### config.mk
export PLATFORM = sky130hd
export DESIGN_NAME = alu
export DESIGN_NICKNAME = d
export VERILOG_FILES = /design/src/design/cpu_ctrl_pkg.sv /design/src/design/rv_isa_pkg.sv /design/src/design/alu.sv
export SDC_FILE = /design/constraint.sdc
export NUM_CORES = 1
export LEC_CHECK = 0
export ABC_CLOCK_PERIOD_IN_PS = 5400
export BUFFER_PORTS_ARGS = -buffer_cell sky130_fd_sc_hd__buf_2
export CAP_MARGIN = 40
export CORE_ASPECT_RATIO = 0.8
export CORE_UTILIZATION = 59
export DETAILED_ROUTE_END_ITERATION = 10
export GPL_TIMING_DRIVEN = 0
export PLACE_DENSITY = 0.93
export SLEW_MARGIN = 10
export SYNTH_ARGS = -nofsm -noshare
export SYNTH_HDL_FRONTEND = slang
export SYNTH_SLANG_ARGS = --single-unit
### constraint.sdc
create_clock -name vclk -period 5.4
set_clock_uncertainty 0.1 [all_clocks]
set_input_delay 0.81 -clock vclk [all_inputs]
set_output_delay 0.81 -clock vclk [all_outputs]
set_load 0.05 [all_outputs]
### src/design/cpu_ctrl_pkg.sv
// internal control encodings of the pipeline
// alu ops, forwarding selects, predictor counters
package cpu_ctrl_pkg;

  typedef logic [2:0] alu_op_t;
  localparam alu_op_t alu_add = 3'd0;
  localparam alu_op_t alu_sub = 3'd1;
  localparam alu_op_t alu_and = 3'd2;
  localparam alu_op_t alu_or  = 3'd3;
  localparam alu_op_t alu_xor = 3'd4;
  localparam alu_op_t alu_slt = 3'd5;  // signed

  typedef logic [1:0] fwd_sel_t;  // ex operand source
  localparam fwd_sel_t fwd_none = 2'd0;  // id/ex copy
  localparam fwd_sel_t fwd_mem  = 2'd1;  // ex/mem result
  localparam fwd_sel_t fwd_wb   = 2'd2;  // mem/wb value

  typedef logic [1:0] ctr_t;  // saturating, msb set means taken
  localparam ctr_t ctr_weak_nt = 2'b01;

endpackage

### src/design/rv_isa_pkg.sv
// RV32I ISA definitions for the supported subset
// word types, opcodes and funct fields
package rv_isa_pkg;

  typedef logic [31:0] word_t;     // data or address
  typedef logic [31:0] inst_t;     // raw instruction
  typedef logic [4:0]  reg_idx_t;  // x0..x31

  // major opcodes
  localparam logic [6:0] op_rtype  = 7'b0110011;
  localparam logic [6:0] op_itype  = 7'b0010011;
  localparam logic [6:0] op_load   = 7'b0000011;
  localparam logic [6:0] op_store  = 7'b0100011;
  localparam logic [6:0] op_branch = 7'b1100011;
  localparam logic [6:0] op_jal    = 7'b1101111;
  localparam logic [6:0] op_jalr   = 7'b1100111;
  localparam logic [6:0] op_system = 7'b1110011;  // ecall only

  // funct3, alu kinds
  localparam logic [2:0] f3_add = 3'b000;  // add, sub, addi
  localparam logic [2:0] f3_slt = 3'b010;
  localparam logic [2:0] f3_xor = 3'b100;
  localparam logic [2:0] f3_or  = 3'b110;
  localparam logic [2:0] f3_and = 3'b111;

  // funct3, branch kinds
  localparam logic [2:0] f3_beq = 3'b000;
  localparam logic [2:0] f3_bne = 3'b001;
  localparam logic [2:0] f3_blt = 3'b100;
  localparam logic [2:0] f3_bge = 3'b101;

  localparam logic [6:0] funct7_alt = 7'b0100000;  // marks sub
  localparam word_t      halt_code  = 32'd10;      // a7 value that halts
  localparam reg_idx_t   halt_reg   = 5'd17;       // a7

endpackage

### src/design/alu.sv
// execute stage alu
// add/sub/logic/slt result and branch condition
`timescale 1ns/1ps

module alu import rv_isa_pkg::*, cpu_ctrl_pkg::*; (
  input  alu_op_t    op,
  input  word_t      a,
  input  word_t      b,
  input  logic [2:0] funct3,  // branch kind
  output word_t      result,
  output logic       bcond
);

  logic eq;
  logic lt;  // signed

  assign eq = (a == b);
  assign lt = ($signed(a) < $signed(b));

  always_comb begin
    case (op)
      alu_sub: result = a - b;
      alu_and: result = a & b;
      alu_or:  result = a | b;
      alu_xor: result = a ^ b;
      alu_slt: result = {31'b0, lt};
      default: result = a + b;  // alu_add, addresses
    endcase
  end

  always_comb begin
    case (funct3)
      f3_beq:  bcond = eq;
      f3_bne:  bcond = !eq;
      f3_blt:  bcond = lt;
      f3_bge:  bcond = !lt;
      default: bcond = 1'b0;  // unsigned kinds not supported
    endcase
  end

endmodule

# Yosys cells after proc, flatten, opt, wreduce, memory -nomap -nowiden
# Index checks and enable logic that the tools add are counted.
# op_classes
n_reduce_logical	3
n_addsub	2
eq_ne	9
n_lt_le_gt_ge	1
bitwise	3
muxes	2
# ops
cell	n
$pmux W32 S5	1
$add A32 B32 Y32	1
$and A32 B32 Y32	1
$eq A32 B32 Y1	1
$lt A32 B32 Y1	1
$or A32 B32 Y32	1
$sub A32 B32 Y32	1
$xor A32 B32 Y32	1
$eq A3 B3 Y1 const B	4
$eq A3 B1 Y1 const B	2
$eq A3 B2 Y1 const B	2
$pmux W1 S4	1
$logic_not A3 Y1	1
$logic_not A1 Y1	2
# totals
in_bits	70
output_inout_bits	33
word_cells	20
regBits	0

# Longest topological paths before layout
# depth
depth_word	3
ltp_mapped	12
mapped_depth_nobuf	12

# Worst setup path before layout
# Ideal clock, no wire load.
# synth_path
path_type	input port to output port
startpoint	input a[0]
endpoint	output result[26]
required_time_ns	4.490
arrival_ns	4.149
slack_ns	0.341
path_stages	11
path_buffers	0
cell_sequence	ha_1 > inv_1 > fa_1 > nor2b_1 > o31ai_1 > a2111oi_2 > o21ai_1 > a311oi_1 > a31oi_1 > and3_1 > a221oi_1
# synth_via
elab_chain_cells	2
word_cells_on_any_way	3
cone_classes	2 x add/sub; 1 x mux
# synth_lines
element	line	rtl
start, declared	alu.sv:7	input word_t a,
$add A32 B32 Y32 or $sub A32 B32 Y32 (tied branches)	alu.sv:27, alu.sv:22	
$pmux W32 S5 (*)	alu.sv:21	case (op)
end, declared	alu.sv:10	output word_t result,
# Every way passes the cells marked *; elsewhere a longest branch is shown, timed or not.

# Worst setup path in the final report
# layout_path
startpoint	input b[0]
endpoint	output result[26]
# layout_via
elab_chain_cells	2
word_cells_on_any_way	3
cone_classes	2 x add/sub; 1 x mux
# layout_lines
element	line	rtl
start, declared	alu.sv:8	input word_t b,
$add A32 B32 Y32 or $sub A32 B32 Y32 (tied branches)	alu.sv:27, alu.sv:22	
$pmux W32 S5 (*)	alu.sv:21	
# Marks and branches as above.

==> reports/results.ini <==
[finish]
layout-drive-gt1-share = 0.124
regArea_um2 = 0
final_core_util = 0.684
seq_cell_count = 0
clock_buffers = 0
nets = 1237
area_delta_synth_final_pct = 11.9
antenna_cells = 0

[synth]
synth_top_family_by_area = compound AO/OA/AOI/OAI gates
ys_seq_area_frac = 0
muxShareOfSynthArea = 0.00697
syn-num-nets = 1131
synth_warnings = 0
synth_cell_types = 71
synth_compound_area_frac = 0.432
synth_xor_area_frac = 0.0192
synth_area_mm2 = 0.00592
yosys.area_share.adder = 0.210
synth-simple-area-share = 0.220
avgSynthCellArea_um2 = 6.15
netlist_instances = 963

[global_routing]
antenna_found_initial = 0
grt_max_degree = 11
grt_pass1_wl_um = 38600
track_usage = 0.470
grt_overflow = 0
grt_pass1_vias = 7127

[die]
io_pins = 103
die_w_um = 114
coreArea_mm2 = 0.00969
die_h_um = 91.6
die-area_mm2 = 0.0104
start_util = 0.611
row_count = 32

[drt]
firstDrtPassIters = 7
antenna_left = 0
wirelength_um = 25400
drtIter0Drc = 1486
vias_per_cell = 6.91
wl_per_cell_um = 21.1
vias = 8315
drc_errors = 0

[critical_path]
crit_type = input pin to output port
cp-end-kind = output port
crit_required_ns = 4.49
startpoint_type = input pin
crit_fanout = 5
worstPathArrival_ns = 4.48

[run]
drv_cap = 0

[sta]
rsz0062_at_grt = false
drv_slew = 0
max_slew.worst_pin.slew_ns = 0.947
clock.fmax_ghz = 0.185
period_needed_ns = 5.39
maxSlewHeadroom = 0.366
tns_ns = 0
finalSetupViolCount = 0
period_share = 0.999
final_hold_viol_count = 0

[cts]
cts_setup_buffers = 0

[pwr]
finalPower_uw = 952
peakVddDrop_mv = 0.0792
power_per_cell_area_mw_per_mm2 = 144
p_leak_uw = 0.00313

[placement]
dpl.hpwl_um = 19700
port_buffers = 102
place.gp.congestion = 1.06

[outcome]
status = finished, final reports clean

[min_path]
hold_path.class = input pin to output port

[critical path, stage by stage]
cell and delay (ns):
buf_2 0.12, ha_1 0.20, inv_1 0.06, fa_1 0.45
nor2b_1 0.22, o31ai_1 0.23, a2111oi_2 0.59, o21ai_1 0.35
a311oi_2 0.52, a31oi_1 0.18, and3_1 0.22, a221oi_1 0.22
buf_2 0.32
[final timing paths]
kind                         end  startpoint  depth (start not counted)
worst max-delay path  result[26]        b[0]                         13
worst min-delay path       bcond   funct3[0]                          4
[report_power, final]
| group | leakage (uW) | internal [uW] | switching [uW] |
|---|---|---|---|
| registers | 0 | 0 | 0 |
| clock network | 0 | 0 | 0 |
| logic | 0.00313 | 282 | 670 |
[timing repair]
action,in CTS,in global routing
endpoints found under the hold margin,0,0
endpoints found under the setup margin,0,2
gates resized for setup,0,2
hold buffers,0,0
[area by class of cell]
cell class                 count  area, um2
tap                          136        170
inverter                     114        430
multi-input combinational    790       5270
timing repair buffer         104        526
fill                         935       3060
buffer                        59        234
[cell usage in the layout, fill, tap and decap left out, types with 4 or more instances in the layout]
cell | Yosys | routed
o31ai_1 | 15 | 15
o21ai_0 | 61 | 61
nor3_1 | 31 | 31
and3_1 | 5 | 5
a21boi_0 | 4 | 4
nor2b_1 | 14 | 14
clkbuf_1 | 46 | 46
a221o_1 | 7 | 7
a21o_1 | 13 | 13
xnor2_1 | 13 | 13
a21oi_1 | 118 | 118
ha_1 | 96 | 96
o21bai_1 | 11 | 11
nand4_1 | 11 | 11
o211ai_1 | 22 | 22
a2111oi_0 | 4 | 4
a221oi_1 | 4 | 4
inv_1 | 110 | 110
o221ai_1 | 10 | 10
nand2b_1 | 4 | 4
nand3_1 | 25 | 25
a211oi_1 | 13 | 12
a22oi_1 | 15 | 15
nor2_1 | 99 | 99
buf_1 | 7 | 7
o22ai_1 | 17 | 17
nor4_1 | 11 | 11
o21a_1 | 6 | 6
or3_1 | 4 | 4
nand2_1 | 73 | 73
a31oi_1 | 8 | 8
a31o_2 | 4 | 4
buf_2 | 4 | 106
o21ai_1 | 12 | 12
buf_4 | 2 | 4
[layer usage]
layer  share of wire  wire, um  track usage
met1            0.39      9950        0.662
met2            0.39      9880        0.679
met4           0.060      1530        0.203
met5               0         0            0
met3            0.16      4000        0.104
[logic make-up after synthesis]
kind of cell,count (synthesis)
AOI/OAI and AO/OA,388
and+or+nand+nor,287
buffers and inverters,173
adders and majority gates,98
xor gates and xnor gates,13
muxes,4
[synthesized netlist by cell type, types with 10 or more instances]
master / n / area, um2
o21ai_1: 12 / 60.1
a22oi_1: 15 / 113
a21oi_1: 118 / 591
o22ai_1: 17 / 106
nor2_1: 99 / 372
o21bai_1: 11 / 82.6
nor3_1: 31 / 155
xnor2_1: 13 / 114
a211oi_1: 13 / 97.6
clkbuf_1: 46 / 173
o31ai_1: 15 / 113
ha_1: 96 / 1200
nand4_1: 11 / 68.8
o21ai_0: 61 / 305
nor4_1: 11 / 68.8
o211ai_1: 22 / 165
nor2b_1: 14 / 87.6
o221ai_1: 10 / 87.6
nand2_1: 73 / 274
a21o_1: 13 / 97.6
inv_1: 110 / 413
nand3_1: 25 / 125
[per-stage QoR]
step	setup WS (ns)	instance area (um2)	hold slack (ns)	cells
2_1_floorplan	0.341	5920	1.98	963
3_3_place_gp	0.0965	6600	2.05	1201
3_5_place_dp	0.135	6620	2.06	1203
4_1_cts	0.127	6620	2.06	1203
5_1_grt	0.0217	6630	2.07	1203
6_report	0.00780	6630	2.06	1203
(Power assumes the default switching activity.)
