`src/design/cpu_ctrl_pkg.sv`:
```
// internal control encodings of the pipeline
// alu ops, forwarding selects, predictor counters
package cpu_ctrl_pkg;

  typedef logic [2:0] alu_op_t;
  localparam alu_op_t alu_add = 3'd0;
  localparam alu_op_t alu_sub = 3'd1;
  localparam alu_op_t alu_and = 3'd2;
  localparam alu_op_t alu_or  = 3'd3;
  localparam alu_op_t alu_xor = 3'd4;
  localparam alu_op_t alu_slt = 3'd5;  // signed

  typedef logic [1:0] fwd_sel_t;  // ex operand source
  localparam fwd_sel_t fwd_none = 2'd0;  // id/ex copy
  localparam fwd_sel_t fwd_mem  = 2'd1;  // ex/mem result
  localparam fwd_sel_t fwd_wb   = 2'd2;  // mem/wb value

  typedef logic [1:0] ctr_t;  // saturating, msb set means taken
  localparam ctr_t ctr_weak_nt = 2'b01;

endpackage

```
`src/design/rv_isa_pkg.sv`:
```
// RV32I ISA definitions for the supported subset
// word types, opcodes and funct fields
package rv_isa_pkg;

  typedef logic [31:0] word_t;     // data or address
  typedef logic [31:0] inst_t;     // raw instruction
  typedef logic [4:0]  reg_idx_t;  // x0..x31

  // major opcodes
  localparam logic [6:0] op_rtype  = 7'b0110011;
  localparam logic [6:0] op_itype  = 7'b0010011;
  localparam logic [6:0] op_load   = 7'b0000011;
  localparam logic [6:0] op_store  = 7'b0100011;
  localparam logic [6:0] op_branch = 7'b1100011;
  localparam logic [6:0] op_jal    = 7'b1101111;
  localparam logic [6:0] op_jalr   = 7'b1100111;
  localparam logic [6:0] op_system = 7'b1110011;  // ecall only

  // funct3, alu kinds
  localparam logic [2:0] f3_add = 3'b000;  // add, sub, addi
  localparam logic [2:0] f3_slt = 3'b010;
  localparam logic [2:0] f3_xor = 3'b100;
  localparam logic [2:0] f3_or  = 3'b110;
  localparam logic [2:0] f3_and = 3'b111;

  // funct3, branch kinds
  localparam logic [2:0] f3_beq = 3'b000;
  localparam logic [2:0] f3_bne = 3'b001;
  localparam logic [2:0] f3_blt = 3'b100;
  localparam logic [2:0] f3_bge = 3'b101;

  localparam logic [6:0] funct7_alt = 7'b0100000;  // marks sub
  localparam word_t      halt_code  = 32'd10;      // a7 value that halts
  localparam reg_idx_t   halt_reg   = 5'd17;       // a7

endpackage

```
`src/design/hazard_unit.sv`:
```
// hazard detection and forwarding control
// ex operand selects plus load-use and ecall stalls
`timescale 1ns/1ps

module hazard_unit import rv_isa_pkg::*, cpu_ctrl_pkg::*; (
  input  reg_idx_t id_rs1,       // x17 when ecall
  input  reg_idx_t id_rs2,
  input  logic     id_is_ecall,
  input  reg_idx_t ex_rd,
  input  logic     ex_mem_read,
  input  logic     ex_reg_write,
  input  reg_idx_t ex_rs1,
  input  reg_idx_t ex_rs2,
  input  reg_idx_t mem_rd,
  input  logic     mem_reg_write,
  input  reg_idx_t wb_rd,
  input  logic     wb_reg_write,
  output logic     stall_id,
  output fwd_sel_t fwd_a,
  output fwd_sel_t fwd_b
);

  logic load_use;
  logic ecall_wait;

  // newest producer first and x0 never forwarded
  function automatic fwd_sel_t pick(reg_idx_t src, logic m_we, reg_idx_t m_rd,
                                    logic w_we, reg_idx_t w_rd);
    fwd_sel_t sel;
    sel = fwd_none;
    if (m_we && m_rd != '0 && m_rd == src)
      sel = fwd_mem;
    else if (w_we && w_rd != '0 && w_rd == src)
      sel = fwd_wb;
    return sel;
  endfunction

  assign fwd_a = pick(ex_rs1, mem_reg_write, mem_rd, wb_reg_write, wb_rd);
  assign fwd_b = pick(ex_rs2, mem_reg_write, mem_rd, wb_reg_write, wb_rd);

  assign load_use   = ex_mem_read && ex_rd != '0 && (ex_rd == id_rs1 || ex_rd == id_rs2);
  assign ecall_wait = id_is_ecall && ex_reg_write && ex_rd == halt_reg;  // x17 in flight
  assign stall_id   = load_use || ecall_wait;

endmodule

```
`config.mk`:
```
export PLATFORM = sky130hd
export DESIGN_NAME = hazard_unit
export DESIGN_NICKNAME = d
export VERILOG_FILES = /design/src/design/cpu_ctrl_pkg.sv /design/src/design/rv_isa_pkg.sv /design/src/design/hazard_unit.sv
export SDC_FILE = /design/constraint.sdc
export NUM_CORES = 1
export LEC_CHECK = 0
export BUFFER_PORTS_ARGS = -buffer_cell sky130_fd_sc_hd__buf_2
export CORE_AREA = 2 2 39 41
export DETAILED_ROUTE_END_ITERATION = 10
export DIE_AREA = 0 0 41 43
export PLACE_DENSITY_LB_ADDON = 0.08
export SYNTH_ARGS = -nofsm -noshare
export SYNTH_HDL_FRONTEND = slang
export SYNTH_SLANG_ARGS = --single-unit
```
`constraint.sdc`:
```
create_clock -name vclk -period 3
set_input_delay 0.3 -clock vclk [all_inputs]
set_output_delay 0.3 -clock vclk [all_outputs]
set_load 0.02 [all_outputs]
```
# Word level (Yosys, flattened, before mapping)
# Cells that the tools add are included.
[classes] add_sub_neg=0 mul=0 div_mod_pow=0 n_lt_le_gt_ge=0 n_eq_ne=7 shifts=0 muxes=4 bitwise_logic=0 n_reduce_logical=15
[op_table] operator="equality test 5 bit" count=6
[op_table] operator="nonzero test 5 bit" count=3
[op_table] operator="logical AND 1 bit" count=10
[op_table] operator="2-to-1 mux 2 bit" count=4
[op_table] operator="equality test 5 bit (second input constant)" count=1
[op_table] operator="logical OR 1 bit" count=2
[totals] ff_bits=0 latch_bits=0 mem_bits_rw=0 romBits=0 input_bits=40 output_inout_bits=5 word_cells=26 mem_count=0

# Longest topological paths before layout
[logic_depth] depth_word=5 depth_mapped=4 depth_no_buf=4

# Least setup slack after synthesis
# OpenSTA, ideal clock, no wires.
[synth_timing] path_kind="in2out" startpoint="in mem_rd[1]" endpoint="out fwd_a[1]" arrival_time_ns=1.648 required_ns=2.700 setup_slack_ns=1.052 path_stages=4 n_path_buf=0 cell_sequence="or4_1 > o21ai_2 > nor4_1 > nor4_2"
[synth_via] elab_chain_len=4 word_cells_on_any_way=5 classes_between="1 x eq/ne; 1 x mux; 3 x reduce/logical"
[synth_rtl] element="start: declaration" line="hazard_unit.sv:14" source="input reg_idx_t mem_rd,"
[synth_rtl] element="nonzero test 5 bit" line="hazard_unit.sv:31" source="if (m_we && m_rd != '0 && m_rd == src)"
[synth_rtl] element="logical AND 1 bit" line="hazard_unit.sv:31"
[synth_rtl] element="logical AND 1 bit (*)" line="hazard_unit.sv:31"
[synth_rtl] element="2-to-1 mux 2 bit (*)" line="hazard_unit.sv:31"
[synth_rtl] element="end: declaration" line="hazard_unit.sv:19" source="output fwd_sel_t fwd_a,"
# Every way passes the cells marked *; elsewhere a longest branch is shown, timed or not.

# Worst setup path after layout
[layout_timing] startpoint="in mem_rd[1]" endpoint="out fwd_b[1]"
[layout_via] elab_chain_len=4 word_cells_on_any_way=5 classes_between="1 x eq/ne; 1 x mux; 3 x reduce/logical"
[layout_rtl] element="nonzero test 5 bit" line="hazard_unit.sv:31"
[layout_rtl] element="logical AND 1 bit" line="hazard_unit.sv:31"
[layout_rtl] element="logical AND 1 bit (*)" line="hazard_unit.sv:31"
[layout_rtl] element="2-to-1 mux 2 bit (*)" line="hazard_unit.sv:31"
[layout_rtl] element="end: declaration" line="hazard_unit.sv:20" source="output fwd_sel_t fwd_b"
# Marked as above.

==> results_dict.tcl <==
set metrics [dict create \
    status "finished clean" \
    leakagePower_nw 0.3126 \
    synth_nets 92 \
    grt_pass1_wl_um 1704 \
    cts_resized 0 \
    first_iter_violations 2 \
    place_congestion 0.7312 \
    start_kind "input port" \
    swShare_pct 46.20 \
    wl_met1_um 479 \
    port_buffers 45 \
    layout-drive-gt1-share_pct 49.48 \
    via_per_inst 4.673 \
    cp.arrival_ps 1640 \
    grtUsageTotal_pct 12.99 \
    syn_inst 52 \
    slowest_stage "or4_1" \
    path_class "in2out" \
    wl_met3_um 86 \
    fmax_mhz 516.2 \
    postSynthAreaPerCell_sq_um 7.892 \
    ios 45 \
    critical-path-max-stage-delay_ps 530 \
    crit_fanout 3 \
    fillerInstances 158 \
    critPathBufInv 2 \
    core_sq_mm 0.001384 \
    regArea_sq_um 0 \
    cp_common_cell "buf_2" \
    synth_top_area_share_pct 34.15 \
    power_per_cell_area_mw_per_mm2 132.6 \
    rows 14 \
    initial_core_util_pct 29.66 \
    routedWlPerCell_um 10.01 \
    worst_pin_slew_ps 459.9 \
    slew_headroom_pct 69.06 \
    yosysMostFrequentCell "xnor2_1" \
    timing.final.crit_share_pct 64.57 \
    die_h_um 43 \
    totalWireLength_um 1131 \
    first_pass_iters 4 \
    hpwl_um 1067 \
    power.switching_mw 0.04016 \
    fin_nets 139 \
    n_clock_buffer 0 \
    internal_power_mw 0.04677 \
    num_antenna_cells 0 \
    overflow 0 \
    drv_slew 0 \
    synthTopCellsByCount "16 x xnor2_1, 14 x xor2_1, 4 x nand3_1, 4 x or4_1" \
    grt_start_max_net_pins 5 \
    power_frac_comb_pct 100.0 \
    die_w_um 41 \
    placed_cells 113 \
    path_cells "buf_2 -> or4_1 -> o21ai_2 -> nor4_1 -> nor4_2 -> buf_2" \
    crit_required_ps 2700 \
    area_growth_pct 59.76 \
    drc 0 \
    hp-class "in2out" \
    routed.top_layer "met3" \
    rsz0062_at_grt "no" \
    worstSetupEndpointType "primary output" \
    syn_area_sq_um 410.4 \
    yosys_warnings 0 \
    postCtsHoldBufs 0 \
    fin_cells 113 \
    ant_nets 0 \
    antenna_found_initial 0 \
    setup_tns_ps 0 \
    setup_viol 0 \
    yosysSeqAreaShare_pct 0 \
    power_frac_clock_pct 0 \
    grt_pass1_vias 458 \
    ys_types 15 \
    max-vdd-ir-drop_mv 0.04761 \
    whs_ps 989.9 \
    n_sequential_cell 0 \
    synth_area_leaders "xnor2_1 34%, xor2_1 30%, or4_1 7.3%" \
    post_cts_buffers 0 \
    final_hold_viol_count 0 \
    via_count 528 \
    cp_top_family "simple AND/OR/NAND/NOR gates" \
    seqPwrFrac_pct 0 \
    die_area_sq_mm 0.001763 \
    dr_wl_met2_um 565 \
    yosysTopAreaCell "xnor2_1" \
    final_util_pct 47.38 \
    drv_cap 0 \
    period_minus_slack_ps 1937 \
]
power by group through the flow:
| stage | clock, mW | combinational (mW) | sequential [mW] |
|---|---|---|---|
| global placement | 0 | 0.0874 | 0 |
| floorplan | 0 | 0.0423 | 0 |
| detailed placement | 0 | 0.0875 | 0 |
| global route | 0 | 0.0967 | 0 |
| finish | 0 | 0.0869 | 0 |
| CTS | 0 | 0.0881 | 0 |
cell usage in the layout (no fill, tap or decap), drive strengths merged:
master / n
xor2: 14
nor4: 4
nand4: 1
or3: 1
nand3: 4
nor2: 1
o31a: 1
nand2: 2
a21o: 1
buf: 45
xnor2: 16
o21ai: 2
or4: 4
o22ai: 1
cell type report:
type	count	area, sq um	share of cell area [%]
multi-input cells	52	410.4	62.60
repair buffers	45	225.2	34.35
well taps	16	20.02	3.053
final timing paths:
path	cells after the start	endpoint	start	slack, ps
max	6	fwd_b[1]	mem_rd[1]	1060
min	4	fwd_a[0]	mem_reg_write	990
stage by stage:
stage	setup slack, ps	cell area [sq um]	total power, mW
after floorplan	1052	410.4	0.04229
after global placement	1054	655.6	0.08737
after detailed placement	1051	655.6	0.08746
after CTS	1052	655.6	0.08806
after global routing	993.4	655.6	0.09665
final	1063	655.6	0.08693
logic make-up (layout without fill, tap and decap cells):
group                     count (synthesis)  in the layout  synth area share, %
buffers and inverters                     0             45                    0
xor gates and xnor gates                 30             30                64.02
and+or+nand+nor                          17             17                27.13
AOI/OAI and AO/OA                         5              5                8.843
layer usage:
metal | vias to the layer above | GRT usage (%)
met5 | - | 0
met4 | 0 | 0
met3 | 0 | 0
met2 | 22 | 25.00
met1 | 227 | 15.82
li1 | 279 | -
Note: power is estimated with default switching activity, not from simulation.
