--- src/design/cpu_ctrl_pkg.sv ---
// internal control encodings of the pipeline
// alu ops, forwarding selects, predictor counters
package cpu_ctrl_pkg;

  typedef logic [2:0] alu_op_t;
  localparam alu_op_t alu_add = 3'd0;
  localparam alu_op_t alu_sub = 3'd1;
  localparam alu_op_t alu_and = 3'd2;
  localparam alu_op_t alu_or  = 3'd3;
  localparam alu_op_t alu_xor = 3'd4;
  localparam alu_op_t alu_slt = 3'd5;  // signed

  typedef logic [1:0] fwd_sel_t;  // ex operand source
  localparam fwd_sel_t fwd_none = 2'd0;  // id/ex copy
  localparam fwd_sel_t fwd_mem  = 2'd1;  // ex/mem result
  localparam fwd_sel_t fwd_wb   = 2'd2;  // mem/wb value

  typedef logic [1:0] ctr_t;  // saturating, msb set means taken
  localparam ctr_t ctr_weak_nt = 2'b01;

endpackage

--- src/design/rv_isa_pkg.sv ---
// RV32I ISA definitions for the supported subset
// word types, opcodes and funct fields
package rv_isa_pkg;

  typedef logic [31:0] word_t;     // data or address
  typedef logic [31:0] inst_t;     // raw instruction
  typedef logic [4:0]  reg_idx_t;  // x0..x31

  // major opcodes
  localparam logic [6:0] op_rtype  = 7'b0110011;
  localparam logic [6:0] op_itype  = 7'b0010011;
  localparam logic [6:0] op_load   = 7'b0000011;
  localparam logic [6:0] op_store  = 7'b0100011;
  localparam logic [6:0] op_branch = 7'b1100011;
  localparam logic [6:0] op_jal    = 7'b1101111;
  localparam logic [6:0] op_jalr   = 7'b1100111;
  localparam logic [6:0] op_system = 7'b1110011;  // ecall only

  // funct3, alu kinds
  localparam logic [2:0] f3_add = 3'b000;  // add, sub, addi
  localparam logic [2:0] f3_slt = 3'b010;
  localparam logic [2:0] f3_xor = 3'b100;
  localparam logic [2:0] f3_or  = 3'b110;
  localparam logic [2:0] f3_and = 3'b111;

  // funct3, branch kinds
  localparam logic [2:0] f3_beq = 3'b000;
  localparam logic [2:0] f3_bne = 3'b001;
  localparam logic [2:0] f3_blt = 3'b100;
  localparam logic [2:0] f3_bge = 3'b101;

  localparam logic [6:0] funct7_alt = 7'b0100000;  // marks sub
  localparam word_t      halt_code  = 32'd10;      // a7 value that halts
  localparam reg_idx_t   halt_reg   = 5'd17;       // a7

endpackage

--- src/design/instr_decoder.sv ---
// instruction decoder for the ID stage
// control levels, alu op and sign-extended immediate
`timescale 1ns/1ps

module instr_decoder import rv_isa_pkg::*, cpu_ctrl_pkg::*; (
  input  inst_t   inst,
  output logic    reg_write,
  output logic    mem_read,
  output logic    mem_write,
  output logic    alu_src,    // b operand is imm
  output logic    is_branch,
  output logic    is_jal,
  output logic    is_jalr,
  output logic    link,       // writes pc+4
  output logic    is_ecall,
  output alu_op_t alu_op,
  output word_t   imm
);

  logic [6:0] opcode;
  logic [2:0] funct3;
  logic       arith_ok;  // funct3 inside the subset
  alu_op_t    arith_op;

  assign opcode = inst[6:0];
  assign funct3 = inst[14:12];

  // shared by r-type and i-type
  always_comb begin
    arith_ok = 1'b1;
    case (funct3)
      f3_add:  arith_op = (opcode == op_rtype && inst[31:25] == funct7_alt) ? alu_sub : alu_add;
      f3_slt:  arith_op = alu_slt;
      f3_xor:  arith_op = alu_xor;
      f3_or:   arith_op = alu_or;
      f3_and:  arith_op = alu_and;
      default: begin
        arith_op = alu_add;
        arith_ok = 1'b0;  // shifts etc, dropped
      end
    endcase
  end

  always_comb begin
    reg_write = 1'b0;
    mem_read  = 1'b0;
    mem_write = 1'b0;
    alu_src   = 1'b0;
    is_branch = 1'b0;
    is_jal    = 1'b0;
    is_jalr   = 1'b0;
    link      = 1'b0;
    is_ecall  = 1'b0;
    alu_op    = alu_add;                              // address sums
    imm       = {{20{inst[31]}}, inst[31:20]};        // i-type
    case (opcode)
      op_rtype: begin
        reg_write = arith_ok;
        alu_op    = arith_op;
      end
      op_itype: begin
        reg_write = arith_ok;
        alu_src   = 1'b1;
        alu_op    = arith_op;
      end
      op_load: begin
        reg_write = 1'b1;
        mem_read  = 1'b1;
        alu_src   = 1'b1;
      end
      op_store: begin
        mem_write = 1'b1;
        alu_src   = 1'b1;
        imm       = {{20{inst[31]}}, inst[31:25], inst[11:7]};
      end
      op_branch: begin
        is_branch = 1'b1;  // compare rs1 with rs2
        imm       = {{19{inst[31]}}, inst[31], inst[7], inst[30:25], inst[11:8], 1'b0};
      end
      op_jal: begin
        is_jal    = 1'b1;
        link      = 1'b1;
        reg_write = 1'b1;
        imm       = {{11{inst[31]}}, inst[31], inst[19:12], inst[20], inst[30:21], 1'b0};
      end
      op_jalr: begin
        is_jalr   = 1'b1;
        link      = 1'b1;
        reg_write = 1'b1;
        alu_src   = 1'b1;  // rs1 + imm
      end
      op_system: is_ecall = 1'b1;
      default: ;  // unknown, no-op
    endcase
  end

endmodule

--- config.mk ---
export PLATFORM = sky130hd
export DESIGN_NAME = instr_decoder
export DESIGN_NICKNAME = d
export VERILOG_FILES = /design/src/design/cpu_ctrl_pkg.sv /design/src/design/rv_isa_pkg.sv /design/src/design/instr_decoder.sv
export SDC_FILE = /design/constraint.sdc
export NUM_CORES = 1
export LEC_CHECK = 0
export ABC_AREA = 1
export BUFFER_PORTS_ARGS = -buffer_cell sky130_fd_sc_hd__buf_2
export CORE_UTILIZATION = 34
export DETAILED_ROUTE_END_ITERATION = 16
export PLACE_DENSITY = 0.83
export RECOVER_POWER = 50
export SYNTH_ARGS = -nofsm -noshare
export SYNTH_HDL_FRONTEND = slang
export SYNTH_SLANG_ARGS = --single-unit
--- constraint.sdc ---
create_clock -name vclk -period 0.8
set_input_delay 0.08 -clock vclk [all_inputs]
set_output_delay 0.08 -clock vclk [all_outputs]
set_load 0.05 [all_outputs]
==> impl_metrics.yaml, run 1 <==
outcome:
  stop_error: "[ERROR DPL-0038] Utilization greater than 100%, impossible to legalize"
  stop_stage: "clock tree synthesis (4_1_cts)"
  outcome: "stopped before the end"
yosys:
  synth_top_cell_area_share_pct: 22.9
  synth_warnings: 0
  synth.most_common_cell: "nand2_1"
  avgSynthCellArea_sq_um: 5.46
  yosys-top-cells-count: "nand2_1 (33), buf_4 (18), nand3_1 (11), inv_1 (10), nor2_1 (9)"
  syn_nets: 140
  ys_seq_area_share_pct: 0
  synth_area_leaders: "buf_4 (23%), nand2_1 (21%), nand3_1 (9.3%), inv_1 (6.4%), nor2_1 (5.7%)"
  syn-cell-area_sq_um: 589
  syn-instance-count: 108
  yosysTopAreaCell: "buf_4"
  ys_types: 17
placed_design:
  port_buffers: 76
  dpl.hpwl_um: 1890
  dp_cells: 193
  place_congestion: 0.698
die:
  die_w_um: 43.6
  placementRows: 14
  ios: 76
  start_util_pct: 37.8
  die_h_um: 43.6
clocking:
  hold_buffers: 0
  cts_resized: 70
  post_cts_buffers: 6
kinds of logic after synthesis:
logic type      after synthesis  synth area share [%]
buf+inv                      35                  35.9
compound gates                4                  4.03
simple gates                 69                  60.1
through the flow:
step	worst slack [ns]	hold WS, ns	cell area (sq um)	util [%]	TNS [ns]
after floorplan	-0.321	0.288	978	-	-2.52
after global placement	-0.448	0.461	1340	85.6	-9.97
after detailed placement	-0.491	0.462	1340	85.6	-11.01
==> inputs of run 2 (changes only) <==
--- a/config.mk
+++ b/config.mk
@@ -7,9 +7,10 @@
 export LEC_CHECK = 0
 export ABC_AREA = 1
 export BUFFER_PORTS_ARGS = -buffer_cell sky130_fd_sc_hd__buf_2
-export CORE_UTILIZATION = 34
+export CORE_AREA = 2 2 63 65
 export DETAILED_ROUTE_END_ITERATION = 16
-export PLACE_DENSITY = 0.83
+export DIE_AREA = 0 0 65 67
+export PLACE_DENSITY_LB_ADDON = 0.15
 export RECOVER_POWER = 50
 export SYNTH_ARGS = -nofsm -noshare
 export SYNTH_HDL_FRONTEND = slang
==> impl_metrics.yaml, run 2 <==
timing:
  min_period_ns: 1.12
  worst_pin_slew_ns: 0.589
  setup_viol: 26
  hold_viol: 0
  finalMaxSlewViolations: 0
  timing.fmax_mhz: 896
  min_period_over_period_pct: 139
  worst_slack_ns: -0.316
  relSlewSlack_pct: 60.9
  rsz0062_at_grt: "true"
yosys:
  synth.most_common_cell: "nand2_1"
  ys_seq_area_share_pct: 0
  synthMuxAreaShare_pct: 0
  synth-xor-area-share_pct: 0
  synth_area_leaders: "buf_4 (23%), nand2_1 (21%), nand3_1 (9.3%), inv_1 (6.4%), nor2_1 (5.7%)"
  avgSynthCellArea_sq_um: 5.46
  yosys-top-cells-count: "nand2_1 (33), buf_4 (18), nand3_1 (11), inv_1 (10), nor2_1 (9)"
  synth_warnings: 0
  synth_top_cell_area_share_pct: 22.9
  syn-instance-count: 108
  syn_nets: 140
  synthAdderAreaFrac_pct: 0
  ys_types: 17
  syn-cell-area_sq_um: 589
  synth-compound-area-share_pct: 4.03
  synth_top_family_by_area: "simple AND/OR/NAND/NOR gates"
  yosysTopAreaCell: "buf_4"
  synth_simple_gate_area_share_pct: 60.1
routing:
  antenna_left: 0
  viasPerCell: 4.06
  first_pass_iters: 2
  drtIter0Drc: 1
  dr_total_vias: 943
  post_drt_wl_per_cell_um: 10.7
  routed_wl_um: 2480
  drc: 0
critical_path:
  endpoint_kind: "output pin"
  critPathMaxFanout: 5
  startpoint_type: "input pin"
  arrival_ns: 1.04
  required_ns: 0.72
  path_class: "in2out"
finish:
  synthToLayoutAreaGrowth_pct: 213
  clkbuf_count: 0
  drive_gt1_share_pct: 83.7
  final_cell_mix: "buf_2 (26), buf_4 (23), buf_6 (19)"
  layout.nets: 218
  final_common_cell: "buf_2"
  seq_area_sq_um: 0
  n_antenna_cell: 0
  design.seq.count: 0
  stdcell_count: 232
  design_area_sq_um: 1840
  final_core_util_pct: 51.1
worst_hold_path:
  whs_endpoint: "imm[9]"
  hold_path_class: "in2out"
  whs_path_depth: 2
  hold_start: "inst[29]"
placed_design:
  place_congestion: 0.720
  dp_cells: 226
  dpl.hpwl_um: 2010
  port_buffers: 76
  postPlaceCellArea_sq_um: 1370
die:
  start_util_pct: 16.3
  die_h_um: 67
  die-area_sq_um: 4360
  ios: 76
  die_w_um: 65
  core_region_area_sq_um: 3610
  placementRows: 22
global_routing:
  grt_use_total_pct: 11.0
  grt_overflow: 0
  grt_max_degree: 11
  antenna_found_initial: 0
  grt_pass1_vias: 909
  grt_pass1_wl_um: 3860
clocking:
  hold_buffers: 0
pwr:
  vdd.ir_drop.worst_uv: 211
  power_density_nw_per_um2: 556
  leakage_nw: 0.861
outcome:
  violations: "negative setup slack"
  outcome: "complete, but fails checks"
flow_run:
  drv_cap: 0
[run 2: cell counts after synthesis]
No cell type changed its count.
[run 2: layout make-up]
type | count | area [sq um]
multi-input cells | 73 | 797
fillers | 352 | 1760
repair buffers | 95 | 856
well taps | 48 | 60.1
inverters | 16 | 130
[run 2: where the power goes]
| group | switching (W) | leakage [nW] | total, W | internal (W) |
|---|---|---|---|---|
| logic | 0.000645 | 0.861 | 0.00103 | 0.000380 |
| registers | 0 | 0 | 0 | 0 |
| clock network | 0 | 0 | 0 | 0 |
[run 2: kinds of logic after synthesis]
group,count (synthesis)
AOI/OAI and AO/OA,4
and+or+nand+nor,69
buffers and inverters,35
[run 2: worst max-delay path, cell delays in order]
cell     delay, ns
buf_12        0.11
inv_16        0.05
nand2_8       0.05
nor2_8        0.15
nand2_8       0.13
buf_4         0.17
o21ai_4       0.13
buf_8         0.16
[run 2: how the worst max path moves through the flow]
stage,cells after the start,startpoint,endpoint,slack (ns)
after floorplan,8,inst[3],reg_write,-0.32
after global placement,7,inst[3],imm[13],-0.46
after detailed placement,7,inst[3],imm[13],-0.49
after CTS,7,inst[2],alu_op[2],-0.35
after global routing,8,inst[4],imm[13],-0.37
final,8,inst[4],imm[13],-0.32
[run 2: what timing repair did]
| item | 4_1_cts | 5_1_grt |
|---|---|---|
| gates resized for setup | 104 | 12 |
| pin swaps | 10 | 11 |
| setup buffers | 4 | 2 |
| endpoints found under the setup margin | 35 | 35 |
[run 2: metrics by stage]
stage	total power, W	worst slack (ns)	setup TNS [ns]	hold WS, ns
after floorplan	0.000635	-0.321	-2.52	0.288
after global placement	0.000839	-0.461	-10.33	0.462
after detailed placement	0.000844	-0.486	-10.74	0.462
after CTS	0.00101	-0.355	-7.19	0.462
after global routing	0.00107	-0.369	-7.91	0.494
final	0.00103	-0.316	-6.52	0.487
[run 2: layer usage]
layer	up-vias	global-route usage, %	share of wire (%)
li1	467	-	-
met1	428	12.3	34
met5	-	0	0
met4	0	0	0
met3	0	0.507	7.5
met2	48	23.6	59
No activity file was read; power rests on OpenSTA's default activity.
==> inputs of run 3 (changes only) <==
--- a/config.mk
+++ b/config.mk
@@ -10,7 +10,7 @@
 export CORE_AREA = 2 2 63 65
 export DETAILED_ROUTE_END_ITERATION = 16
 export DIE_AREA = 0 0 65 67
-export PLACE_DENSITY_LB_ADDON = 0.15
+export PLACE_DENSITY = 0.56
 export RECOVER_POWER = 50
 export SYNTH_ARGS = -nofsm -noshare
 export SYNTH_HDL_FRONTEND = slang
==> constraint.sdc (replaced) <==
create_clock -name vclk -period 1.1
set_input_delay 0.11 -clock vclk [all_inputs]
set_output_delay 0.11 -clock vclk [all_outputs]
set_load 0.05 [all_outputs]
==> impl_metrics.yaml, run 3 (synthesis results as in run 2) <==
routing:
  drtIter0Drc: 5
  routed_wl_um: 2240
  viasPerCell: 3.89
  first_pass_iters: 2
  post_drt_wl_per_cell_um: 9.96
  antenna_left: 0
  drc: 0
  dr_total_vias: 875
timing:
  rsz0062_at_grt: "true"
  fin_hold_ws_ns: 0.556
  min_period_ns: 1.14
  setup_tns_ns: -0.0943
  setup_viol: 4
  finalMaxSlewViolations: 0
  timing.fmax_mhz: 874
  min_period_over_period_pct: 104
  hold_viol: 0
  worst_slack_ns: -0.0444
  worst_pin_slew_ns: 0.601
  relSlewSlack_pct: 60.1
die:
  die-area_sq_um: 4360
  die_h_um: 67
  placementRows: 22
  core_region_area_sq_um: 3610
  die_w_um: 65
  start_util_pct: 16.3
  ios: 76
critical_path:
  path_class: "in2out"
  startpoint_type: "input pin"
  critPathMaxFanout: 4
  arrival_ns: 1.03
  required_ns: 0.99
  endpoint_kind: "output pin"
global_routing:
  grt_overflow: 0
  grt_max_degree: 10
  grt_use_total_pct: 9.06
  grt_pass1_wl_um: 3280
  grt_pass1_vias: 791
  antenna_found_initial: 0
finish:
  multiInputGateArea_sq_um: 599
  final_common_cell: "buf_2"
  seq_area_sq_um: 0
  stdcell_count: 225
  fill_cells: 384
  synthToLayoutAreaGrowth_pct: 149
  design.seq.count: 0
  final_core_util_pct: 40.6
  drive_gt1_share_pct: 74.6
  final_cell_mix: "buf_2 (34), buf_6 (15), buf_4 (14)"
  clkbuf_count: 0
  layout.nets: 211
  n_antenna_cell: 0
placed_design:
  dp_cells: 223
  dpl.hpwl_um: 1800
  place_congestion: 0.794
  port_buffers: 76
pwr:
  swShare_pct: 65.6
  p_total_w: 0.000654
  internal_power_w: 0.000225
  combinationalPowerShare_pct: 100.0
  seq_power_share_pct: 0
  p_clk_share_pct: 0
  leakage_nw: 0.738
  power_density_nw_per_um2: 446
  power.switching_w: 0.000429
  vdd.ir_drop.worst_uv: 149
clocking:
  hold_buffers: 0
outcome:
  violations: "negative setup slack"
  outcome: "complete, but fails checks"
flow_run:
  drv_cap: 0
worst_hold_path:
  hold_path_class: "in2out"
[run 3: cell count changes in the layout (fill, tap and decap cells not counted), moves of 7 or more]
cell / previous run / this run
buf_2: 26 / 34
buf_4: 23 / 14
clkbuf_1: 0 / 10
clkbuf_2: 8 / 0
nand2_2: 5 / 12
nand2_8: 12 / 4
[run 3: worst paths after layout]
path  startpoint  endpoint  slack, ns  cells past startpoint
max      inst[3]    imm[0]      -0.04                     10
min     inst[21]    imm[1]       0.56                      4
[run 3: critical path, stage by stage]
cell	delay [ns]
buf_8	0.11
inv_12	0.04
nand2_4	0.04
nor2_4	0.14
buf_4	0.14
nand2_4	0.06
nor2_4	0.10
nand2_2	0.07
nand2_4	0.07
buf_8	0.14
[run 3: cell type report]
| class | instances | share of cell area [%] |
|---|---|---|
| repair buffers | 88 | 47.1 |
| inverters | 16 | 7.94 |
| well taps | 48 | 4.10 |
| multi-input cells | 73 | 40.9 |
[run 3: power by group through the flow]
stage               Combinational, W  Sequential [W]  Clock [W]
floorplan                   0.000404               0          0
global placement            0.000536               0          0
detailed placement          0.000537               0          0
CTS                         0.000597               0          0
global route                0.000690               0          0
finish                      0.000654               0          0
[run 3: metal layers]
layer / vias up / routed length, um / GRT usage, %
met1: 375 / 834 / 11.3
li1: 457 / - / -
met4: 0 / 0 / 0
met2: 43 / 1210 / 17.7
met5: - / 0 / 0
met3: 0 / 199 / 0.845
[run 3: through the flow]
stage / setup slack [ns] / instance area (sq um)
after detailed placement: -0.191 / 1070
after floorplan: -0.182 / 701
after global placement: -0.168 / 1070
final: -0.0444 / 1470
after CTS: -0.0632 / 1260
after global routing: -0.111 / 1470
[run 3: timing repair]
| action | CTS | global route |
|---|---|---|
| pin swaps | 10 | 11 |
| resized for setup | 55 | 60 |
| setup endpoints to repair | 26 | 26 |
| buffers inserted | 0 | 2 |
